===== src/logic/vread_defs.svh =====
`ifndef VREAD_DEFS_SVH
`define VREAD_DEFS_SVH

// data word width
`define VR_DATA_W 32

// external bus word address width
`define VR_IO_ADDR_W 32

// internal RAM address, 256 words
`define VR_MEM_ADDR_W 8

// transfer size, one bit wider than the RAM address so a full RAM fits
`define VR_IO_SIZE_W 9

// period and start delay counters
`define VR_PERIOD_W 5

`endif


===== src/logic/vReadPkg.sv =====
`default_nettype none

`include "vread_defs.svh"

package vReadPkg;

   typedef logic [`VR_DATA_W-1:0]     data_t;
   typedef logic [`VR_IO_ADDR_W-1:0]  ioAddr_t;
   typedef logic [`VR_MEM_ADDR_W-1:0] memAddr_t;
   typedef logic [`VR_IO_SIZE_W-1:0]  ioSize_t;
   typedef logic [`VR_PERIOD_W-1:0]   period_t;

   // fetch side
   typedef struct packed {
      ioAddr_t  extAddr;
      memAddr_t intAddr;
      ioSize_t  size;
   } extCfg_t;

   // read side
   typedef struct packed {
      memAddr_t iterations;
      memAddr_t start;
      memAddr_t shift;
      memAddr_t incr;
      memAddr_t iterations2;
      memAddr_t incr2;
      period_t  period;
      period_t  delay;
      logic     reverse;
   } genCfg_t;

   typedef struct packed {
      extCfg_t ext;
      genCfg_t gen;
   } vReadCfg_t;

   typedef enum logic [1:0] {EXT_IDLE, EXT_REQ, EXT_DONE} extState_t;
   typedef enum logic [1:0] {GEN_IDLE, GEN_DELAY, GEN_RUN} genState_t;

endpackage

`default_nettype wire


===== src/logic/addrGen2.sv =====
`timescale 1ns/1ps
`default_nettype none

module addrGen2
   import vReadPkg::*;
(
   input  wire          clk,
   input  wire          arstN,

   input  wire          run,
   input  wire genCfg_t cfg,

   output memAddr_t     addr,
   output logic         memEn,
   output logic         genDone
);

   genState_t state;
   period_t   delayCnt;
   period_t   pCnt;
   memAddr_t  iCnt;
   memAddr_t  jCnt;
   memAddr_t  base2;
   memAddr_t  base1;
   memAddr_t  cur;
   logic      pLast;
   logic      iLast;
   logic      jLast;
   logic      empty;

   assign pLast = (pCnt == cfg.period - 1'b1);
   assign iLast = (iCnt == cfg.iterations - 1'b1);
   assign jLast = (jCnt == cfg.iterations2 - 1'b1);
   assign empty = (cfg.period == '0) || (cfg.iterations == '0) || (cfg.iterations2 == '0);

   always_ff @(posedge clk or negedge arstN)
   begin
      if (!arstN)
      begin
         state <= GEN_IDLE;
         delayCnt <= '0;
         pCnt <= '0;
         iCnt <= '0;
         jCnt <= '0;
         memEn <= 1'b0;
         genDone <= 1'b0;
      end
      else if (run)
      begin
         state <= GEN_DELAY;
         delayCnt <= cfg.delay;
         memEn <= 1'b0;
         genDone <= 1'b0;
      end
      else
      begin
         case (state)
            GEN_DELAY:
            begin
               memEn <= 1'b0;
               pCnt <= '0;
               iCnt <= '0;
               jCnt <= '0;
               if (empty)
               begin
                  state <= GEN_IDLE;
                  genDone <= 1'b1;
               end
               else if (delayCnt == '0)
                  state <= GEN_RUN;
               else
                  delayCnt <= delayCnt - 1'b1;
            end
            GEN_RUN:
            begin
               memEn <= 1'b1;
               // p fastest, then i, then j
               if (!pLast)
                  pCnt <= pCnt + 1'b1;
               else
               begin
                  pCnt <= '0;
                  if (!iLast)
                     iCnt <= iCnt + 1'b1;
                  else
                  begin
                     iCnt <= '0;
                     if (jLast)
                        state <= GEN_IDLE;
                     else
                        jCnt <= jCnt + 1'b1;
                  end
               end
            end
            default:
            begin
               // done follows the last issued address by one edge
               memEn <= 1'b0;
               genDone <= genDone | memEn;
            end
         endcase
      end
   end

   // running bases, adds only
   always_ff @(posedge clk)
   begin
      if (state == GEN_DELAY)
      begin
         base2 <= cfg.start;
         base1 <= cfg.start;
         cur <= cfg.start;
      end
      else if (state == GEN_RUN)
      begin
         addr <= cur;
         if (!pLast)
            cur <= cur + cfg.incr;
         else if (!iLast)
         begin
            base1 <= base1 + cfg.shift;
            cur <= base1 + cfg.shift;
         end
         else
         begin
            base2 <= base2 + cfg.incr2;
            base1 <= base2 + cfg.incr2;
            cur <= base2 + cfg.incr2;
         end
      end
   end

endmodule

`default_nettype wire


===== config.mk =====
export PLATFORM = sky130hd
export DESIGN_NAME = addrGen2
export DESIGN_NICKNAME = d
export VERILOG_FILES = /design/src/logic/vReadPkg.sv /design/src/logic/addrGen2.sv
export VERILOG_INCLUDE_DIRS = /design/src /design/src/logic
export SDC_FILE = /design/constraint.sdc
export NUM_CORES = 1
export LEC_CHECK = 0
export ABC_AREA = 1
export BUFFER_PORTS_ARGS = -buffer_cell sky130_fd_sc_hd__buf_2
export CAP_MARGIN = 10
export CORE_MARGIN = 2
export CORE_UTILIZATION = 50
export CTS_CLUSTER_DIAMETER = 30
export DETAILED_ROUTE_END_ITERATION = 8
export PLACE_DENSITY = 0.73
export SETUP_SLACK_MARGIN = 0.2
export SLEW_MARGIN = 20
export SYNTH_ARGS = -nofsm -noshare
export SYNTH_HDL_FRONTEND = slang
export SYNTH_SLANG_ARGS = --single-unit

===== constraint.sdc =====
create_clock -name clk -period 5.1 [get_ports clk]
set_input_delay 1.02 -clock clk [delete_from_list [all_inputs] [get_ports clk]]
set_output_delay 1.02 -clock clk [all_outputs]
set_load 0.01 [all_outputs]

* Word-level counts from Yosys, hierarchy flattened
Cells that the tools add are included.
Word-level totals: bits in registers 62, input bits 62, output and inout bits 10, word-level logic and storage cells 96
Cells by class: add/subtract/negate cells 10, equality and inequality tests 16, multiplexer cells 36, bitwise gates (word level) 3, reductions and logical operators 20
Operators by type and width (count):
- $mux W8 | 16
- $pmux W8 S2 | 2
- $mux W5 | 5
- $add A8 B8 Y8 | 3
- $add A8 B1 Y8 const B | 2
- $eq A8 B8 Y1 | 2
- $logic_not A8 Y1 | 2
- $sub A8 B1 Y8 const B | 2
- $mux W2 | 6
- $ne A2 B2 Y1 const B | 6
- $ne A3 B3 Y1 const B | 4
- $logic_not A5 Y1 | 2
- $pmux W5 S2 | 1
- $reduce_and A5 Y1 | 2
- $sub A5 B1 Y5 const B | 2
- $reduce_and A3 Y1 | 3
- $reduce_and A2 Y1 | 4
- $reduce_bool A2 Y1 | 4
- $add A5 B1 Y5 const B | 1
- $eq A5 B5 Y1 | 1
- $mux W1 | 4
- $ne A4 B4 Y1 const B | 1
- $pmux W2 S2 | 1
- $reduce_bool A3 Y1 | 1
- other kinds (6) | 8

* Longest topological paths before layout
Gate-level depths: netlist of run 1.
word-level depth 7, gate-level depth with buffers 16, depth with buffers taken out 15

* Worst setup path after synthesis of run 1
Ideal clock, no wire load.
path kind input -> register, start point input port cfg[6] (netlist bit), end point register base2[0] (enable), setup time 0.330 ns, arrival time 2.810 ns, data required time 4.770 ns, setup slack 1.960 ns, stages 11, buffers on the path 0, cells stage by stage inv_1 ha_1 xnor2_1 nor2_1 nand2_1 nor2_1 nand2_2 nand2_1 inv_1 nor2_1 o21a_1
On the way: word-level cells in the longest chain between the ends 4
RTL lines:
- from (decl) | RTL line addrGen2.sv:11 | input wire genCfg_t cfg,
- $sub A5 B1 Y5 | RTL line addrGen2.sv:31 | assign pLast = (pCnt == cfg.period - 1'b1);
- $eq A5 B5 Y1 | RTL line addrGen2.sv:31
- $reduce_bool A2 Y1 (no line)
- $reduce_and A3 Y1 (no line)
- to (signal assigned) | RTL line addrGen2.sv:110 | base2 <= cfg.start;
- to (signal assigned) | RTL line addrGen2.sv:126 | base2 <= base2 + cfg.incr2;
- to (decl) | RTL line addrGen2.sv:23 | memAddr_t base2;
Every way passes these cells. A chain may end at the register's enable or synchronous reset.

* Worst setup path after layout of run 1
start point input port cfg[6] (netlist bit), end point register base2[3] (enable)
The elaborated chain is that of the path after synthesis.

==> impl_metrics.csv, run 1 <==
group,metric,value,unit
timing,setup_tns,0,ns
finish,synthToLayoutAreaGrowth,13.4,%
finish,mostFrequentLayoutCell,"nand2_1",
timing,hold_ws,0.464,ns
floorplanning,coreArea,0.00933,sq mm
clocking,htreeDepth,3,
timing,period_share,58.1,%
power,power_switching,0.00119,W
drt,postRouteAntennaNets,0,
worst_setup_path,reg2reg_from,"state[1]$_DFFE_PN0P_",
logic_synthesis,synth_nets,754,
placed_design,dp_hpwl,8420,um
logic_synthesis,yosysWarnings,0,
worst_setup_path,crit_path_end_kind,"register",
power,power.density,492,mW/mm^2
drt,vias,4306,
floorplanning,fp.dieH,102,um
floorplanning,die_w,102,um
power,p_clk_share,15.8,%
power,leakage,2.83,nW
power,combPwrFrac,51.9,%
logic_synthesis,ys_seq_area_share,35.4,%
logic_synthesis,yosys_register_bits,62,
placed_design,dp_slack,1.75,ns
timing,setup_violations,0,
drt,first_pass_iters,4,
timing,report.final.slew_viol_count,0,
timing,setup_slack,2.14,ns
timing,clock_skew,0.0154,ns
logic_synthesis,synthesis.area,0.00484,sq mm
clocking,cts_tree,"done",
clocking,post_cts_buffers,0,
placed_design,place.gp.congestion,0.925,
power,power_frac_seq,32.3,%
global_route,grt_pass1_vias,4194,
timing,grt_setup_unrepaired,"no",
clocking,cts-resized-gates,0,
worst_setup_path,rr_worst_depth,8,
worst_setup_path,reg2reg_slack,2.21,ns
worst_setup_path,required,5.13,ns
floorplanning,std_cell_rows,35,
timing,slew_headroom,50.5,%
global_route,grt_overflow,0,
placed_design,portBuffers,70,
drt,wl_per_cell,12.5,um
timing,fmax,0.338,GHz
hold_path,holdCritStartpoint,"cur[3]$_DFFE_PP_",
run_status,status,"finished, final reports clean",
clocking,cts_sinks,62,
drt,vias_per_cell,5.00,
drt,routed_wl,10700,um
worst_setup_path,cp-start-kind,"input pin",
hold_path,min_path_cells,0,
clocking,clk_latency,0.35,ns
clocking,path_clk_slew,0.08,ns
power,ir_worst_vdd,184,uV
worst_setup_path,worstPathMaxFanout,9,
finish,antennaDiodeCount,0,
clocking,ctsHoldBuffers,0,
clocking,clockBufferDepth,2,
clocking,cts_inserted_buffers,9,
power,swShare,44.2,%
hold_path,hp-class,"reg -> reg",
logic_synthesis,postSynthCellCount,655,
finish,final_nets,826,
finish,final_cell_mix,"nand2_1, inv_1, buf_2",
logic_synthesis,synth_cell_types,36,
global_route,grt_start_max_net_pins,31,
floorplanning,ioPinCount,72,
clocking,cts_root_buf,"clkbuf_8",
worst_setup_path,worstPathArrival,2.99,ns
floorplanning,start_util,51.9,%
finish,drive_above_1_share,14.8,%
worst_setup_path,r2r_end,"base2[3]$_DFFE_PP_",
power,p_int,0.00151,W
flow_run,cap_viol_max_count,0,
global_route,grt_pass1_wl,18100,um
timing,worst_slew_pin_slew,0.743,ns
hold_path,whs_endpoint,"addr[3]$_DFFE_PP_",
timing,finalHoldViolations,0,
worst_setup_path,critPathKind,"in -> reg",
global_route,gr-usage-all-layers,22.0,%
global_route,grt_antenna_before_repair,0,
logic_synthesis,avgSynthCellArea,7.39,sq um
drt,drcViolationCount,0,
floorplanning,die_area,0.0105,sq mm
timing,fin_crit,2.96,ns
drt,drt_iter0_drc,164,
synth_stat cells, drive strengths merged:
library cell / n / area share, %
o21a: 2 / 0.31
fa: 3 / 1.2
ha: 34 / 8.8
edfxtp: 32 / 20
nor3: 7 / 0.72
a211oi: 2 / 0.31
nand3: 52 / 5.7
o22ai: 1 / 0.13
a21o: 1 / 0.16
dfrtp: 30 / 16
o21ai: 29 / 3.5
nand3b: 6 / 0.93
xor2: 27 / 4.9
a21oi: 17 / 1.8
inv: 88 / 6.9
or2: 2 / 0.26
nand4: 11 / 1.4
nor2: 71 / 5.6
nand2: 207 / 17
a31oi: 1 / 0.13
xnor2: 20 / 3.6
buf: 8 / 1.2
clkbuf: 3 / 0.23
o21bai: 1 / 0.16
per-layer routing:
metal,vias to the layer above,track usage (%),share of wire (%)
li1,2233,-,-
met1,1963,26.3,44
met2,84,39.0,50
met3,26,3.56,3.1
met4,0,9.85,2.6
met5,-,0,0
flip-flops by register name, summed over array words and instances (netlist names):
register  flops
delayCnt      5
base2         8
genDone       1
jCnt          8
state         2
memEn         1
iCnt          8
base1         8
addr          8
pCnt          5
cur           8
critical path, stage by stage:
cell and delay (ns):
buf_2 0.11, inv_1 0.07, ha_1 0.31, xnor2_1 0.13
nor2_1 0.09, nand2_1 0.06, nor2_1 0.12, nand2_2 0.12
nand2_1 0.16, inv_1 0.13, nor2_1 0.11, buf_4 0.19
o21a_1 0.36
worst max path at each step:
stage	from	end	slack [ns]	depth (start not counted)
3_5_place_dp	cfg[6]	base2[7]$_DFFE_PP_	1.75	13
2_1_floorplan	cfg[6]	base2[0]$_DFFE_PP_	1.96	11
6_report	cfg[6]	base2[3]$_DFFE_PP_	2.14	13
4_1_cts	cfg[6]	base2[7]$_DFFE_PP_	2.12	13
3_3_place_gp	cfg[6]	base2[7]$_DFFE_PP_	1.80	13
5_1_grt	cfg[6]	base2[7]$_DFFE_PP_	1.90	13
final cells by class:
type	count	area, sq um
inverters	88	335
repair buffers	72	365
flip-flops and latches	62	1710
clock inverters	7	65.1
fillers	878	3840
multi-input cells	494	2730
well taps	129	161
clock buffers	9	124
logic make-up (layout without fill, tap and decap cells):
group | after synthesis | count (layout) | share of synthesized area (%)
AOI/OAI and AO/OA | 54 | 54 | 6.41
xor gates and xnor gates | 47 | 47 | 8.51
adders and majority gates | 37 | 37 | 10.0
buffers and inverters | 99 | 176 | 8.32
DFF | 62 | 62 | 35.4
and+or+nand+nor | 356 | 356 | 31.4
power by group through the flow:
stage                     Combinational, W  Clock (W)  Sequential, W
after detailed placement           0.00139          0       0.000884
after global routing               0.00160   0.000453       0.000892
final                              0.00140   0.000427       0.000873
after CTS                          0.00141   0.000428       0.000874
after floorplan                    0.00108          0       0.000861
after global placement             0.00134          0       0.000876
through the flow:
stage / power [W] / instances / utilization, % / area (sq um)
2_1_floorplan: 0.00194 / 655 / - / 4840
3_3_place_gp: 0.00222 / 845 / 56.8 / 5300
3_5_place_dp: 0.00227 / 845 / 56.8 / 5300
4_1_cts: 0.00271 / 861 / 58.8 / 5490
5_1_grt: 0.00295 / 861 / 58.8 / 5490
6_report: 0.00270 / 861 / 58.8 / 5490
No activity file was read; power rests on OpenSTA's default activity.
==> inputs of run 2 (changes only) <==
--- a/config.mk
+++ b/config.mk
@@ -6,14 +6,14 @@
 export SDC_FILE = /design/constraint.sdc
 export NUM_CORES = 1
 export LEC_CHECK = 0
-export ABC_AREA = 1
+export ABC_AREA = 0
 export BUFFER_PORTS_ARGS = -buffer_cell sky130_fd_sc_hd__buf_2
 export CAP_MARGIN = 10
 export CORE_MARGIN = 2
 export CORE_UTILIZATION = 50
 export CTS_CLUSTER_DIAMETER = 30
 export DETAILED_ROUTE_END_ITERATION = 8
-export PLACE_DENSITY = 0.73
+export PLACE_DENSITY = 0.74
 export SETUP_SLACK_MARGIN = 0.2
 export SLEW_MARGIN = 20
 export SYNTH_ARGS = -nofsm -noshare
==> constraint.sdc (replaced) <==
create_clock -name clk -period 2.76 [get_ports clk]
set_input_delay 0.552 -clock clk [delete_from_list [all_inputs] [get_ports clk]]
set_output_delay 0.552 -clock clk [all_outputs]
set_load 0.01 [all_outputs]
==> impl_metrics.csv, run 2 <==
group,metric,value,unit
run_status,status,"finished, final reports clean",
timing,clock_skew,0.0107,ns
finish,fillCellCount,744,
worst_setup_path,critPathKind,"reg -> reg",
drt,vias_per_cell,5.70,
worst_setup_path,crit_path_top_delay_cell,"edfxtp_1",
logic_synthesis,synth_most_common_cell,"nand2_1",
global_route,grt_antenna_before_repair,0,
timing,setup_violations,0,
worst_setup_path,required,2.85,ns
timing,worst_slew_pin_slew,0.679,ns
floorplanning,die_w,99.5,um
finish,design_area,0.00547,sq mm
floorplanning,fp.dieH,99.5,um
timing,grt_setup_unrepaired,"yes",
clocking,path_clk_slew,0.08,ns
logic_synthesis,ys_seq_area_share,37.5,%
logic_synthesis,synth_edf_count,32,
floorplanning,die_area,0.00991,sq mm
timing,fmax,0.407,GHz
logic_synthesis,synth_cell_types,64,
global_route,gr-usage-all-layers,21.4,%
global_route,grt_pass1_vias,3701,
logic_synthesis,synthArstFlopShare,48.4,%
timing,fin_crit,2.46,ns
drt,routed_wl,10300,um
finish,mostFrequentLayoutCell,"buf_2",
worst_setup_path,slowest_delay,0.42,ns
logic_synthesis,postSynthCellCount,482,
timing,finalHoldViolations,0,
clocking,cts_tree,"done",
logic_synthesis,synth.top_cells.by_area,"edfxtp_1, dfrtp_1, ha_1, xnor2_1, xor2_1",
logic_synthesis,ys.flop_type,"edfxtp_1",
clocking,cts_sinks,62,
finish,drive_above_1_share,24.4,%
clocking,clockBufferDepth,2,
floorplanning,ioPinCount,72,
logic_synthesis,synth_nets,581,
global_route,grt_pass1_wl,17000,um
finish,regArea,0.00171,sq mm
logic_synthesis,synth_common_cells,"nand2_1, o21ai_0, ha_1, edfxtp_1, dfrtp_1",
finish,final_nets,673,
power,power_switching,0.00189,W
floorplanning,std_cell_rows,34,
drt,first_pass_iters,5,
drt,drcViolationCount,0,
power,swShare,38.6,%
power,p_clk_share,17.8,%
power,power.density,896,mW/mm^2
hold_path,hp-class,"in -> async",
worst_setup_path,worstPathArrival,2.55,ns
floorplanning,start_util,51.8,%
power,ir_worst_vdd,340,uV
worst_setup_path,cp-start-kind,"register",
clocking,cts_inserted_buffers,9,
drt,vias,3914,
finish,synthToLayoutAreaGrowth,19.9,%
power,combPwrFrac,50.7,%
drt,wl_per_cell,15.0,um
clocking,htreeDepth,3,
flow_run,cap_viol_max_count,0,
placed_design,portBuffers,70,
finish,final_core_util,62.1,%
timing,report.final.slew_viol_count,0,
logic_synthesis,synthesis.area,0.00456,sq mm
timing,slew_headroom,54.8,%
logic_synthesis,yosys_register_bits,62,
worst_setup_path,worstPathCellList,"ha_4, inv_2, fa_2, nor2b_2, o21a_1, o21ai_2, a21oi_1, a2111oi_2, mux2i_1, a221o_1",
placed_design,place.gp.congestion,0.895,
logic_synthesis,synth.top_cell.area_share,21.1,%
placed_design,dpl_cell_area,0.00519,sq mm
power,leakage,2.42,nW
power,power_frac_seq,31.5,%
drt,postRouteAntennaNets,0,
finish,multi_input_comb_area,0.00276,sq mm
logic_synthesis,yosysTopAreaCell,"edfxtp_1",
worst_setup_path,worstPathMaxFanout,2,
clocking,clk_latency,0.34,ns
clocking,cts_root_buf,"clkbuf_8",
global_route,grt_start_max_net_pins,31,
logic_synthesis,avgSynthCellArea,9.47,sq um
clocking,ctsHoldBuffers,0,
power,p_int,0.00301,W
worst_setup_path,crit_path_end_kind,"register",
finish,antennaDiodeCount,0,
placed_design,dp_hpwl,8140,um
logic_synthesis,yosysWarnings,0,
timing,period_share,89.0,%
drt,drt_iter0_drc,155,
floorplanning,coreArea,0.00881,sq mm
global_route,grt_overflow,0,
finish,final_cell_mix,"buf_2, nand2_1, o21ai_0",
-- run 2: power groups by stage --
stage,combinational [W],clock (W),sequential [W]
2_1_floorplan,0.00177,0,0.00152
3_3_place_gp,0.00233,0,0.00155
3_5_place_dp,0.00241,0,0.00156
4_1_cts,0.00246,0.000887,0.00155
5_1_grt,0.00278,0.000929,0.00158
6_report,0.00249,0.000873,0.00155
-- run 2: kinds of logic after synthesis --
logic type | count (synthesis) | share of synthesized area, %
adders and majority gates | 37 | 10.6
buffers and inverters | 44 | 3.89
muxes | 15 | 3.56
DFF | 62 | 37.5
xor gates and xnor gates | 50 | 9.76
AOI/OAI and AO/OA | 115 | 16.4
and+or+nand+nor | 159 | 18.2
-- run 2: area by class of cell --
class | count | share of cell area, %
Clock inverter | 3 | 0.732
Timing Repair Buffer | 95 | 9.83
Clock buffer | 13 | 3.29
Tap cell | 108 | 2.47
Sequential cell | 62 | 31.3
Multi-Input combinational cell | 376 | 50.3
Inverter | 30 | 2.06
-- run 2: critical path: cells and delay by family (launching register included) --
| kind | cells | cell delay (ns) |
|---|---|---|
| AO/OA/AOI/OAI | 5 | 1.16 |
| multiplexers | 1 | 0.16 |
| buffers and inverters | 1 | 0.05 |
| AND/OR/NAND/NOR | 1 | 0.05 |
| flip-flops | 1 | 0.42 |
| adder cells (fa/ha/maj) | 2 | 0.39 |
-- run 2: path summary, 6_finish.rpt --
check,from,endpoint,slack [ns],cells past startpoint
setup / recovery,base1[0]$_DFFE_PP_,cur[6]$_DFFE_PP_,0.30,10
hold / removal,arstN,jCnt[7]$_DFFE_PN0P_,0.26,1
setup reg to reg,base1[0]$_DFFE_PP_,cur[6]$_DFFE_PP_,0.30,10
hold reg to reg,cur[0]$_DFFE_PP_,addr[0]$_DFFE_PP_,0.46,0
max in group asynchronous,arstN,state[1]$_DFFE_PN0P_,2.06,1
min in group clk,cfg[5],delayCnt[4]$_DFFE_PN0P_,0.43,3
-- run 2: per-stage QoR --
step / power, W / worst slack [ns] / hold slack [ns] / TNS [ns] / instances
after detailed placement: 0.00398 / -0.197 / 0.451 / -1.54 / 668
final: 0.00491 / 0.304 / 0.255 / 0 / 687
after global routing: 0.00529 / 0.160 / 0.302 / 0 / 687
after floorplan: 0.00329 / 0.177 / 0.256 / 0 / 482
after global placement: 0.00389 / -0.0792 / 0.444 / -0.0792 / 668
after CTS: 0.00489 / 0.211 / 0.264 / 0 / 685
-- run 2: what timing repair did --
| action | 4_1_cts | 5_1_grt |
|---|---|---|
| pin swaps | 6 | 2 |
| resized for setup | 2 | 7 |
| endpoints found under the setup margin | 2 | 21 |
| buffers inserted | 1 | 2 |
-- run 2: routing by layer --
| metal | vias up | wire length (um) | track usage [%] |
|---|---|---|---|
| met2 | 107 | 5380 | 39.4 |
| li1 | 1935 | - | - |
| met1 | 1857 | 4350 | 25.1 |
| met5 | - | 0 | 0 |
| met3 | 15 | 476 | 4.43 |
| met4 | 0 | 133 | 6.43 |
