## config.mk

```make
export PLATFORM = sky130hd
export DESIGN_NAME = extAddrGen
export DESIGN_NICKNAME = d
export VERILOG_FILES = /design/src/logic/vReadPkg.sv /design/src/logic/extAddrGen.sv
export VERILOG_INCLUDE_DIRS = /design/src /design/src/logic
export SDC_FILE = /design/constraint.sdc
export NUM_CORES = 1
export LEC_CHECK = 0
export BUFFER_PORTS_ARGS = -buffer_cell sky130_fd_sc_hd__buf_2
export CORE_MARGIN = 4
export CORE_UTILIZATION = 45
export CTS_BUF_LIST = sky130_fd_sc_hd__clkbuf_8
export CTS_CLUSTER_DIAMETER = 150
export DETAILED_ROUTE_END_ITERATION = 8
export PLACE_DENSITY = 0.78
export REMOVE_ABC_BUFFERS = 1
export SYNTH_ARGS = -nofsm -noshare
export SYNTH_HDL_FRONTEND = slang
export SYNTH_SLANG_ARGS = --single-unit
```

## constraint.sdc

```tcl
create_clock -name clk -period 3.3 [get_ports clk]
set_clock_uncertainty 0.1 [all_clocks]
set_input_delay 0.495 -clock clk [delete_from_list [all_inputs] [get_ports clk]]
set_output_delay 0.495 -clock clk [all_outputs]
set_load 0.02 [all_outputs]
```

## src/logic/vread_defs.svh

```systemverilog
`ifndef VREAD_DEFS_SVH
`define VREAD_DEFS_SVH

// data word width
`define VR_DATA_W 32

// external bus word address width
`define VR_IO_ADDR_W 32

// internal RAM address, 256 words
`define VR_MEM_ADDR_W 8

// transfer size, one bit wider than the RAM address so a full RAM fits
`define VR_IO_SIZE_W 9

// period and start delay counters
`define VR_PERIOD_W 5

`endif

```

## src/logic/vReadPkg.sv

```systemverilog
`default_nettype none

`include "vread_defs.svh"

package vReadPkg;

   typedef logic [`VR_DATA_W-1:0]     data_t;
   typedef logic [`VR_IO_ADDR_W-1:0]  ioAddr_t;
   typedef logic [`VR_MEM_ADDR_W-1:0] memAddr_t;
   typedef logic [`VR_IO_SIZE_W-1:0]  ioSize_t;
   typedef logic [`VR_PERIOD_W-1:0]   period_t;

   // fetch side
   typedef struct packed {
      ioAddr_t  extAddr;
      memAddr_t intAddr;
      ioSize_t  size;
   } extCfg_t;

   // read side
   typedef struct packed {
      memAddr_t iterations;
      memAddr_t start;
      memAddr_t shift;
      memAddr_t incr;
      memAddr_t iterations2;
      memAddr_t incr2;
      period_t  period;
      period_t  delay;
      logic     reverse;
   } genCfg_t;

   typedef struct packed {
      extCfg_t ext;
      genCfg_t gen;
   } vReadCfg_t;

   typedef enum logic [1:0] {EXT_IDLE, EXT_REQ, EXT_DONE} extState_t;
   typedef enum logic [1:0] {GEN_IDLE, GEN_DELAY, GEN_RUN} genState_t;

endpackage

`default_nettype wire

```

## src/logic/extAddrGen.sv

```systemverilog
`timescale 1ns/1ps
`default_nettype none

module extAddrGen
   import vReadPkg::*;
(
   input  wire          clk,
   input  wire          arstN,

   input  wire          run,
   input  wire extCfg_t cfg,
   output logic         extDone,

   // external bus, read only
   input  wire          databusReady,
   output logic         databusValid,
   output ioAddr_t      databusAddr,
   input  wire data_t   databusRdata,

   // RAM write port
   output logic         wrEn,
   output memAddr_t     wrAddr,
   output data_t        wrData
);

   extState_t state;
   ioSize_t   cnt;
   ioAddr_t   extPtr;
   memAddr_t  intPtr;
   logic      xfer;
   logic      lastWord;

   // cnt only equals size while requesting when size is zero
   assign databusValid = (state == EXT_REQ) && (cnt != cfg.size);
   assign xfer = databusValid && databusReady;
   assign lastWord = (ioSize_t'(cnt + 1'b1) == cfg.size);

   assign databusAddr = extPtr;
   assign extDone = (state == EXT_DONE);

   // returned word goes straight into the RAM
   assign wrEn = xfer;
   assign wrAddr = intPtr;
   assign wrData = databusRdata;

   always_ff @(posedge clk or negedge arstN)
   begin
      if (!arstN)
      begin
         state <= EXT_IDLE;
         cnt <= '0;
      end
      else if (run)
      begin
         state <= EXT_REQ;
         cnt <= '0;
      end
      else
      begin
         case (state)
            EXT_REQ:
            begin
               if (cnt == cfg.size)
               begin
                  state <= EXT_DONE;
               end
               else if (xfer)
               begin
                  cnt <= cnt + 1'b1;
                  if (lastWord)
                  begin
                     state <= EXT_DONE;
                  end
               end
            end
            EXT_DONE:
            begin
               // hold until the next run
               state <= EXT_DONE;
            end
            default:
            begin
               state <= EXT_IDLE;
            end
         endcase
      end
   end

   // word pointers, both sides step on each handshake
   always_ff @(posedge clk)
   begin
      if (run)
      begin
         extPtr <= cfg.extAddr;
         intPtr <= cfg.intAddr;
      end
      else if (xfer)
      begin
         extPtr <= extPtr + 1'b1;
         intPtr <= intPtr + 1'b1;
      end
   end

endmodule

`default_nettype wire

```

Word level (Yosys, flattened, before mapping). Index checks and enable logic that the tools add are counted.

Output and inout bits: 75. Bits of input ports: 85. Flip-flop bits (word level): 51. Word-level logic and storage cells: 34.

Add/sub/neg operators: 3. Reduce and logical (&&, ||, !) cells: 6. Eq/ne operators: 8. Mux-type cells: 13.

Operators by type and width (count): 32-bit two-way mux (2); 9-bit two-way mux (4); 32-bit by 1-bit adder with 32-bit output (second input constant) (1); 9-bit equality test (2); 8-bit two-way mux (2); 9-bit by 1-bit adder with 9-bit output (second input constant) (1); 9-bit != test (1); 8-bit by 1-bit adder with 8-bit output (second input constant) (1); 2-bit two-way mux (4); 4-bit by 3-bit != test with 1-bit output (second input constant) (2); 2-bit one-hot mux with 2 select lines (1); 2-bit nonzero test (2); 3-bit AND reduction (1); 2-bit by 1-bit equality test with 1-bit output (second input constant) (1); 2-bit equality test (second input constant) (1); 1-bit logical AND (2); 2-bit != test (second input constant) (1); 2-bit AND reduction (1).

Logic depth before layout (Yosys ltp). Gate-level depths: netlist of run 1.

Word-level depth: 7. Mapped depth: 8. Depth with buffers taken out: 7.

Worst setup path before layout of run 1. No wires, ideal clock.

Path type: input to register. Start point: in cfg[8] (netlist name). End point: reg extPtr[0] (netlist: databusAddr[0]) (enable). Arrival time: 2.171 ns. Cell stages on the path: 5. Data required time: 2.801 ns. Library setup time: 0.399 ns. Slack: 0.630 ns. Buffers on the path: 1. Cell sequence: xor2_2 nor4_1 a31oi_1 buf_4 or2_1.

Longest elaborated chain between the ends: 4.

RTL lines: start, declared (RTL line extAddrGen.sv:11) `input wire extCfg_t cfg,`; 9-bit != test (RTL line extAddrGen.sv:34) `assign databusValid = (state == EXT_REQ) && (cnt != cfg.size);`; 1-bit logical AND (RTL line extAddrGen.sv:34); 1-bit logical AND (RTL line extAddrGen.sv:35) `assign xfer = databusValid && databusReady;`; via wrEn (RTL line extAddrGen.sv:21) `output logic wrEn,`; 2-bit nonzero test (no source line); end signal, assigned (RTL line extAddrGen.sv:94) `extPtr <= cfg.extAddr;`; end signal, assigned (RTL line extAddrGen.sv:99) `extPtr <= extPtr + 1'b1;`; end, declared (RTL line extAddrGen.sv:28) `ioAddr_t extPtr;`.

The timed path passes the listed nets, and every way through them passes these cells. A chain may end at the register's enable or synchronous reset.

Worst setup path in the final report of run 1.
Start point: reg cnt[3]. End point: out wrEn.

Longest elaborated chain between the ends: 3.

RTL lines: start, declared (RTL line extAddrGen.sv:27) `ioSize_t cnt;`; start signal, assigned (RTL line extAddrGen.sv:69) `cnt <= cnt + 1'b1;`; 9-bit != test (RTL line extAddrGen.sv:34); 1-bit logical AND (RTL line extAddrGen.sv:34); 1-bit logical AND (RTL line extAddrGen.sv:35); end, declared (RTL line extAddrGen.sv:21).

Every way passes these cells.

==> flow_summary.toml, run 1 <==
[status]
status = "completed"

[yosys]
yosys_warnings = 0
syn_avg_cell_area_um2 = 9.45
synth_top_cell_area_share_pct = 35.0
synth_area_leaders = "edfxtp_1 35%, xor2_1 9.7%, dfrtp_1 8.0%"
synth_edf_count = 40
synthDistinctLibCells = 44
async_flop_share_pct = 21.6
synthesis.area_um2 = 3430
synth_largest_area_cell = "edfxtp_1"
synthCells = 363
synth_seq_cells = 51
seq_area_frac_synth_pct = 43.0
synth_top_flop_cell = "edfxtp_1"

[timing]
slew_headroom_pct = 35.8
finalHoldViolCount = 0
worst_pin_slew_ps = 963
setup_viol = 0
rsz0062_at_grt = "false"
finalSetupTns_ps = 0
max_freq_mhz = 392
min_period_over_period_pct = 77.3
holdWs_ps = 362
period_needed_ps = 2550
final.setup.worst_slack_ps = 748
final_max_slew_viol_count = 0

[place]
port-buffer-count = 95
place_area_um2 = 3710
pre_cts_ws_ps = 772
gp_congestion = 0.886
dp_hpwl_mm = 6.62

[global_routing]
grt_pass1_wl_mm = 13.3
grt_overflow = 0
grtUsageMet1_pct = 25.5
top_usage_layer = "met2"
grt_start_max_net_pins = 58
antenna_found_initial = 0
grt_pass1_vias = 2693
met3_usage_pct = 9.47
grt_use_met2_pct = 28.9
grt_use_total_pct = 19.4

[clocking]
path_clk_slew_ps = 100
clockBufferDepth = 2
cts_made_buffers = 5
htreeDepth = 2
cts_num_sinks = 51
cts_resized = 0
cts_tree = "yes"
clkLatencyLatePin_ps = 300
root_buffer = "clkbuf_8"

[worst_setup_path]
required_ps = 2700
slowest_delay_ps = 530
cp-end-kind = "output port"
start_kind = "flop"
arrival_ps = 1960
crit_chain = "xor2_1, nor4_1, a31oi_1, buf_4, buf_2"
path_class = "reg -> out"
slowest_stage = "dfrtp_1"
worst-path-max-fanout = 13

[power_and_ir_drop]
power.density_nw_per_um2 = 479
p_leak_uw = 0.00160
vdd_drop_max_mv = 0.267
total_power_uw = 1830

[routing]
drcViolationCount = 0
vias = 2801
drt_wl_total_mm = 8.64
post_drt_wl_per_cell_um = 16.7
ant_nets = 0
dr.pass1.iters = 4
viasPerCell = 5.41
drtIter0Drc = 93

[finish]
mostFrequentLayoutCells = "95 x buf_2, 58 x nand2_1, 40 x edfxtp_1, 38 x xor2_1, 29 x o21ai_0"
final_area_um2 = 3820
area_growth_pct = 11.4
layout_commonest_cell = "buf_2"
diodes = 0
final_nets = 508
drive_gt1_share_pct = 27.2
num-fill-cells = 713

[floorplan]
core_um2 = 7330
start_util_pct = 46.8
die_w_um = 95.3
pin_count = 160
num_rows = 31
die_area_um2 = 9080
die_h_um = 95.3

[min_path]
hold_class = "in -> reg"

[flow_run]
drv_cap = 0
## synth_stat cells (all sizes together) (10+ instances only)
cell	n
nand3	17
nand4	13
and3	14
dfrtp	11
clkbuf	10
xor2	39
nand2	58
nor2	17
buf	41
xnor2	17
edfxtp	40
o21ai	39
## logic make-up after synthesis
kind of cell / synth area share (%)
DFF: 43.0
muxes: 1.28
adders and majority gates: 1.82
and+or+nand+nor: 19.7
AOI/OAI and AO/OA: 9.34
xor gates and xnor gates: 14.5
buffers and inverters: 10.3
## layer usage
layer / vias to the layer above / routed length [µm] / share of wire [%]
li1: 1340 / - / -
met1: 1319 / 3740 / 43
met2: 133 / 3720 / 43
met3: 7 / 1090 / 13
met4: 2 / 36 / 0.42
met5: - / 46 / 0.53
## worst paths after layout
check,start,endpoint,slack (ps),depth (start not counted)
max reg2reg,cnt[3],wrAddr[7],840,4
min in group asynchronous,arstN,cnt[6],480,2
max,cnt[3],wrEn,750,5
max in group asynchronous,arstN,cnt[4],2390,2
min,cfg[25],databusAddr[8],360,3
min reg2reg,state[0],state[0],470,2
## through the flow
| stage | util (%) | cells |
|---|---|---|
| final | 52.1 | 518 |
| after detailed placement | 50.7 | 509 |
| after global routing | 52.1 | 518 |
| after CTS | 52.1 | 518 |
| after floorplan | - | 312 |
| after global placement | 50.7 | 509 |
## state kept, by name, summed over array words and instances, names as in the netlist
| signal | count |
|---|---|
| cnt | 9 |
| state | 2 |
| databusAddr | 32 |
| wrAddr | 8 |
## what timing repair did
item | 4_1_cts | 5_1_grt
setup buffers | 0 | 0
setup endpoints to repair | 0 | 0
hold endpoints to repair | 11 | 0
hold buffers | 1 | 0
## critical path, delay by kind of cell, from the launching register on
family	cells	cell delay, ps
simple gates	1	380
xor+xnor	1	220
compound gates	1	160
flops	1	530
buf+inv	2	360
## power by group
part / leakage, µW / internal (µW) / total (µW) / switching [µW]
Clock: 0.0000502 / 158 / 382 / 224
Combinational: 0.000994 / 201 / 516 / 315
Sequential: 0.000556 / 824 / 931 / 107
## area by class of cell
type                       count  area, µm²  area share, %
clock inverter                 3       28.8          0.753
timing repair buffer          99        508           13.3
sequential                    51       1480           38.6
tap                           99        124           3.24
inverter                       4       15.0          0.393
clock buffer                   5       68.8           1.80
multi-input combinational    257       1600           41.9
No activity file was read; power rests on OpenSTA's default activity.
==> run 2: changes to the inputs <==
--- a/config.mk
+++ b/config.mk
@@ -6,13 +6,14 @@
 export SDC_FILE = /design/constraint.sdc
 export NUM_CORES = 1
 export LEC_CHECK = 0
+export ABC_AREA = 1
 export BUFFER_PORTS_ARGS = -buffer_cell sky130_fd_sc_hd__buf_2
 export CORE_MARGIN = 4
 export CORE_UTILIZATION = 45
 export CTS_BUF_LIST = sky130_fd_sc_hd__clkbuf_8
 export CTS_CLUSTER_DIAMETER = 150
 export DETAILED_ROUTE_END_ITERATION = 8
-export PLACE_DENSITY = 0.78
+export PLACE_DENSITY = 0.76
 export REMOVE_ABC_BUFFERS = 1
 export SYNTH_ARGS = -nofsm -noshare
 export SYNTH_HDL_FRONTEND = slang
==> constraint.sdc (replaced) <==
create_clock -name clk -period 2.7 [get_ports clk]
set_clock_uncertainty 0.1 [all_clocks]
set_input_delay 0.405 -clock clk [delete_from_list [all_inputs] [get_ports clk]]
set_output_delay 0.405 -clock clk [all_outputs]
set_load 0.02 [all_outputs]
==> run 2 against run 1 <==
  * Final area grew 10%
  * Core utilization decreased by 0.85 points
  * Sequential share of layout area decreased by 3.6 points
  * Area after synthesis rose by 11%
  * Critical path type unchanged
  * Largest cell class unchanged
==> flow_summary.toml, run 2 <==
[status]
status = "completed"

[min_path]
hold_class = "in -> reg"
whs_path_depth = 3

[place]
place_area_um2 = 4110
dp_hpwl_mm = 8.35
placed_cells = 664
pre_cts_ws_ps = 478
gp_congestion = 0.909
port-buffer-count = 95

[routing]
vias = 3424
drt_wl_total_mm = 10.7
drtIter0Drc = 146
viasPerCell = 5.09
dr.pass1.iters = 4
post_drt_wl_per_cell_um = 15.9
ant_nets = 0
drcViolationCount = 0

[yosys]
synthesis.area_um2 = 3790
synth_edf_count = 40
syn_avg_cell_area_um2 = 7.47
synth_largest_area_cell = "edfxtp_1"
yosys-top-cells-count = "164 x nand2_1, 42 x inv_1, 41 x nand3_1"
async_flop_share_pct = 21.6
yosys_warnings = 0
synth_top_flop_cell = "edfxtp_1"
synth_top_cell_area_share_pct = 31.7
synthCells = 508
synth_most_common_cell = "nand2_1"
synthDistinctLibCells = 35
synth_area_leaders = "edfxtp_1 32%, nand2_1 16%, dfrtp_1 7.3%"
synth_seq_cells = 51
seq_area_frac_synth_pct = 38.9

[worst_setup_path]
cp.depth = 9
rr_worst_depth = 8
path_class = "reg -> out"
worst-path-max-fanout = 11
reg2reg_slack_ps = 510
cp-end-kind = "output port"
crit_top_cell = "inv_2"
start_kind = "flop"
required_ps = 2190
critical_path.top_delay_family = "flip-flops"
crit_chain = "inv_2, o21ai_0, nor2_1, nand3_1, nor2_2, nor2_4, nand2_4, inv_2, buf_2"
cp_num_buf_inv = 3
arrival_ps = 1800
slowest_delay_ps = 520
slowest_stage = "dfrtp_1"

[floorplan]
die_area_um2 = 9960
die_h_um = 99.8
die_w_um = 99.8
core_um2 = 8220
pin_count = 160
start_util_pct = 46.2
num_rows = 33

[timing]
setup_viol = 0
rsz0062_at_grt = "false"
period_needed_ps = 2310
final.setup.worst_slack_ps = 391
finalHoldViolCount = 0
final_max_slew_viol_count = 0
slew_headroom_pct = 61.0
max_freq_mhz = 433
min_period_over_period_pct = 85.5
finalSetupTns_ps = 0
worst_pin_slew_ps = 584

[power_and_ir_drop]
vdd_drop_max_mv = 0.282
power.density_nw_per_um2 = 583
p_leak_uw = 0.00203

[flow_run]
drv_cap = 0

[clocking]
path_clk_slew_ps = 100
postCtsSetupBuffers = 0
cts_tree = "yes"
cts_resized = 0
cts_made_buffers = 5
cts_num_sinks = 51
root_buffer = "clkbuf_8"
clockBufferDepth = 2
htreeDepth = 2
clkLatencyLatePin_ps = 310

[finish]
final_nets = 657
fin_cells = 673
diodes = 0
final_area_um2 = 4210
area_growth_pct = 11.0
layout_commonest_cell = "nand2_1"
drive_gt1_share_pct = 23.1
mostFrequentLayoutCells = "164 x nand2_1, 95 x buf_2, 42 x inv_1, 41 x nand3_1"
largest_reg_flops = 32

[global_routing]
grt_use_total_pct = 21.7
antenna_found_initial = 0
grt_overflow = 0
grt_pass1_wl_mm = 16.7
grt_pass1_vias = 3182
grt_start_max_net_pins = 61
[run 2: cell types whose count changed after synthesis, sizes merged, moves of 7 or more]
cell	delta
and3	-14
inv	+43
nand2	+111
nand3	+27
nor2	+33
nor3	+11
o21ai	-11
xnor2	-7
xor2	-20
[run 2: metrics by stage]
stage	utilization, %	hold WS (ps)	total power [µW]
final	51.3	264	2460
after global routing	51.3	262	2630
after CTS	51.3	253	2480
after detailed placement	50.0	198	2010
after global placement	50.0	196	1990
after floorplan	-	9.41	1700
[run 2: worst min-delay path: stages]
cell and delay [ps]:
buf_2 70, nand2_1 40, nand2_1 50
[run 2: final cells by class]
cell class | instances | area [µm²]
Clock buffer | 6 | 82.6
Clock inverter | 2 | 11.3
Fill cell | 872 | 4000
Inverter | 48 | 180
Multi-Input combinational cell | 363 | 1830
Sequential cell | 51 | 1480
Tap cell | 105 | 131
Timing Repair Buffer | 98 | 500
[run 2: kinds of logic after synthesis]
| family | count (synthesis) | synth area share (%) |
|---|---|---|
| simple gates | 286 | 33.3 |
| buf+inv | 94 | 12.8 |
| flops | 51 | 38.9 |
| compound gates | 42 | 6.00 |
| xor+xnor | 30 | 7.29 |
| fa+ha+maj | 5 | 1.65 |
[run 2: path summary, 6_finish.rpt]
kind                               start              end
worst min register to register  state[1]         state[1]
worst max-delay path              cnt[2]             wrEn
min in group asynchronous          arstN           cnt[7]
worst min-delay path             cfg[21]   databusAddr[4]
worst max register to register    cnt[2]  databusAddr[30]
max in group asynchronous          arstN           cnt[0]
[run 2: per-layer routing]
layer / global-route usage [%] / part of all wire [%] / up-vias
li1: - / - / 1724
met1: 27.6 / 42 / 1518
met2: 32.3 / 43 / 168
met3: 11.7 / 14 / 12
met4: 4.41 / 1.1 / 2
met5: 3.59 / 0.46 / -
[run 2: what timing repair did]
action | in CTS | in global routing
hold endpoints to repair | 11 | 0
endpoints found under the setup margin | 0 | 0
hold buffers | 1 | 0
[run 2: power by group]
part | total, µW | switching (µW) | internal (µW)
Sequential | 1180 | 155 | 1030
Clock | 465 | 259 | 205
Combinational | 809 | 538 | 272
Total | 2460 | 952 | 1510
==> run 3: changes to the inputs <==
--- a/config.mk
+++ b/config.mk
@@ -6,14 +6,13 @@
 export SDC_FILE = /design/constraint.sdc
 export NUM_CORES = 1
 export LEC_CHECK = 0
-export ABC_AREA = 1
 export BUFFER_PORTS_ARGS = -buffer_cell sky130_fd_sc_hd__buf_2
 export CORE_MARGIN = 4
 export CORE_UTILIZATION = 45
 export CTS_BUF_LIST = sky130_fd_sc_hd__clkbuf_8
 export CTS_CLUSTER_DIAMETER = 150
 export DETAILED_ROUTE_END_ITERATION = 8
-export PLACE_DENSITY = 0.76
+export PLACE_DENSITY = 0.78
 export REMOVE_ABC_BUFFERS = 1
 export SYNTH_ARGS = -nofsm -noshare
 export SYNTH_HDL_FRONTEND = slang
==> run 3 against run 2 <==
  * Die area decreased by 8.8%
  * Combinational power down 21%
  * Final area down 8.4%
  * Power fell by 5.8%
  * Global-route usage down 2.3 points
  * Register-to-register slack got worse by 160 ps
  * Fmax shrank 8.2%
  * Via count down 20%
  * Wire length fell by 19%
  * Critical path depth fell by 4
  * Sequential power shrank 3%
  * Count of clock-buffer cells in the layout down 1
  * Critical path type unchanged
  * Largest cell class unchanged
==> flow_summary.toml, run 3 (same netlist as run 1, synthesis figures left out) <==
[status]
status = "completed"

[worst_setup_path]
slowest_delay_ps = 480
reg2reg_slack_ps = 350
path_class = "reg -> out"
cp-end-kind = "output port"
start_kind = "flop"
r2r-start = "cnt[4]"
crit_chain = "xor2_1, nor4_1, a31oi_1, buf_4, buf_2"
required_ps = 2190
worst-path-max-fanout = 10
arrival_ps = 2010
worstSetupStartpoint = "cnt[4]"
slowest_stage = "dfrtp_1"

[clocking]
cts_made_buffers = 5
cts_num_sinks = 51
path_clk_slew_ps = 100
cts_tree = "yes"
clkLatencyLatePin_ps = 310
root_buffer = "clkbuf_8"
clockBufferDepth = 2
htreeDepth = 2

[finish]
mostFrequentLayoutCells = "95 x buf_2, 58 x nand2_1, 40 x edfxtp_1, 38 x xor2_1, 29 x o21ai_0"
layout_commonest_cell = "buf_2"
regArea_um2 = 1480
fin_cells = 519
fin_util_pct = 52.7
drive_gt1_share_pct = 27.4
area_growth_pct = 12.5
diodes = 0
final_nets = 509
largest_reg_flops = 32
num-fill-cells = 697
multiInputGateArea_um2 = 1610

[power_and_ir_drop]
power.density_nw_per_um2 = 600
vdd_drop_max_mv = 0.446
intPower_uw = 1530
swShare_pct = 33.8
total_power_uw = 2320
power_frac_clock_pct = 23.2
combPwrFrac_pct = 27.7
p_switching_uw = 783
p_leak_uw = 0.00162
p_seq_share_pct = 49.1

[place]
gp_congestion = 0.862
dp_hpwl_mm = 6.69
placed_cells = 510
port-buffer-count = 95

[timing]
worst_pin_slew_ps = 512
setup_viol = 0
final_max_slew_viol_count = 0
slew_headroom_pct = 65.8
rsz0062_at_grt = "false"
holdWs_ps = 276
finalHoldViolCount = 0
min_period_over_period_pct = 93.2
max_freq_mhz = 398
period_needed_ps = 2520

[routing]
drt_wl_total_mm = 8.70
drtIter0Drc = 58
post_drt_wl_per_cell_um = 16.8
viasPerCell = 5.26
vias = 2728
ant_nets = 0
drcViolationCount = 0
dr.pass1.iters = 4

[global_routing]
antenna_found_initial = 0
grt_overflow = 0
grt_pass1_wl_mm = 13.2
grt_start_max_net_pins = 33
grt_use_total_pct = 19.3
grt_pass1_vias = 2579

[floorplan]
die_area_um2 = 9080
die_w_um = 95.3
core_um2 = 7330
die_h_um = 95.3
start_util_pct = 46.8
num_rows = 31
pin_count = 160

[flow_run]
drv_cap = 0

[min_path]
hold_class = "in -> reg"
hold_start = "cfg[35]"
==> run 3: final cells by class <==
class,instances,area share (%)
multi-input cells,257,41.6
flip-flops and latches,51,38.2
repair buffers,100,13.7
well taps,99,3.21
clock buffers,5,1.78
clock inverters,3,1.07
inverters,4,0.389
==> run 3: per-layer routing <==
layer  part of all wire [%]  GRT usage (%)
met1                     44           25.7
met2                     42           27.5
met5                   0.53           4.17
met3                     13           10.0
met4                    1.2           4.33
==> run 3: timing repair <==
action / 4_1_cts / 5_1_grt
gates resized for setup: 0 / 1
buffers inserted: 0 / 0
setup endpoints to repair: 0 / 1
hold buffers: 1 / 0
hold endpoints to repair: 11 / 0
==> run 3: final timing paths <==
kind / to / cells past startpoint
min: databusAddr[18] / 3
max in group asynchronous: state[1] / 2
min reg2reg: state[0] / 2
min in group asynchronous: cnt[4] / 2
max: wrEn / 5
max reg2reg: databusAddr[9] / 5
==> run 3: worst max-delay path, delay by kind of cell (launching register included) <==
family	cells	cell delay (ps)
DFF	1	480
AOI/OAI and AO/OA	1	200
and+or+nand+nor	1	400
buffers and inverters	2	380
xor gates and xnor gates	1	230
==> run 3: power by group through the flow <==
stage	registers (µW)	logic [µW]	clock network, µW
4_1_cts	1140	649	553
3_3_place_gp	1140	632	0
5_1_grt	1160	706	583
6_report	1140	641	538
2_1_floorplan	1260	280	0
3_5_place_dp	1150	644	0
==> run 3: per-stage QoR <==
stage                     setup slack (ps)  instance area (µm²)  setup TNS, ps
after detailed placement               366                 3730              0
after global placement                 423                 3730              0
final                                  184                 3860              0
after global routing                  97.8                 3860              0
after floorplan                       -457                 3090         -18280
after CTS                              163                 3850              0
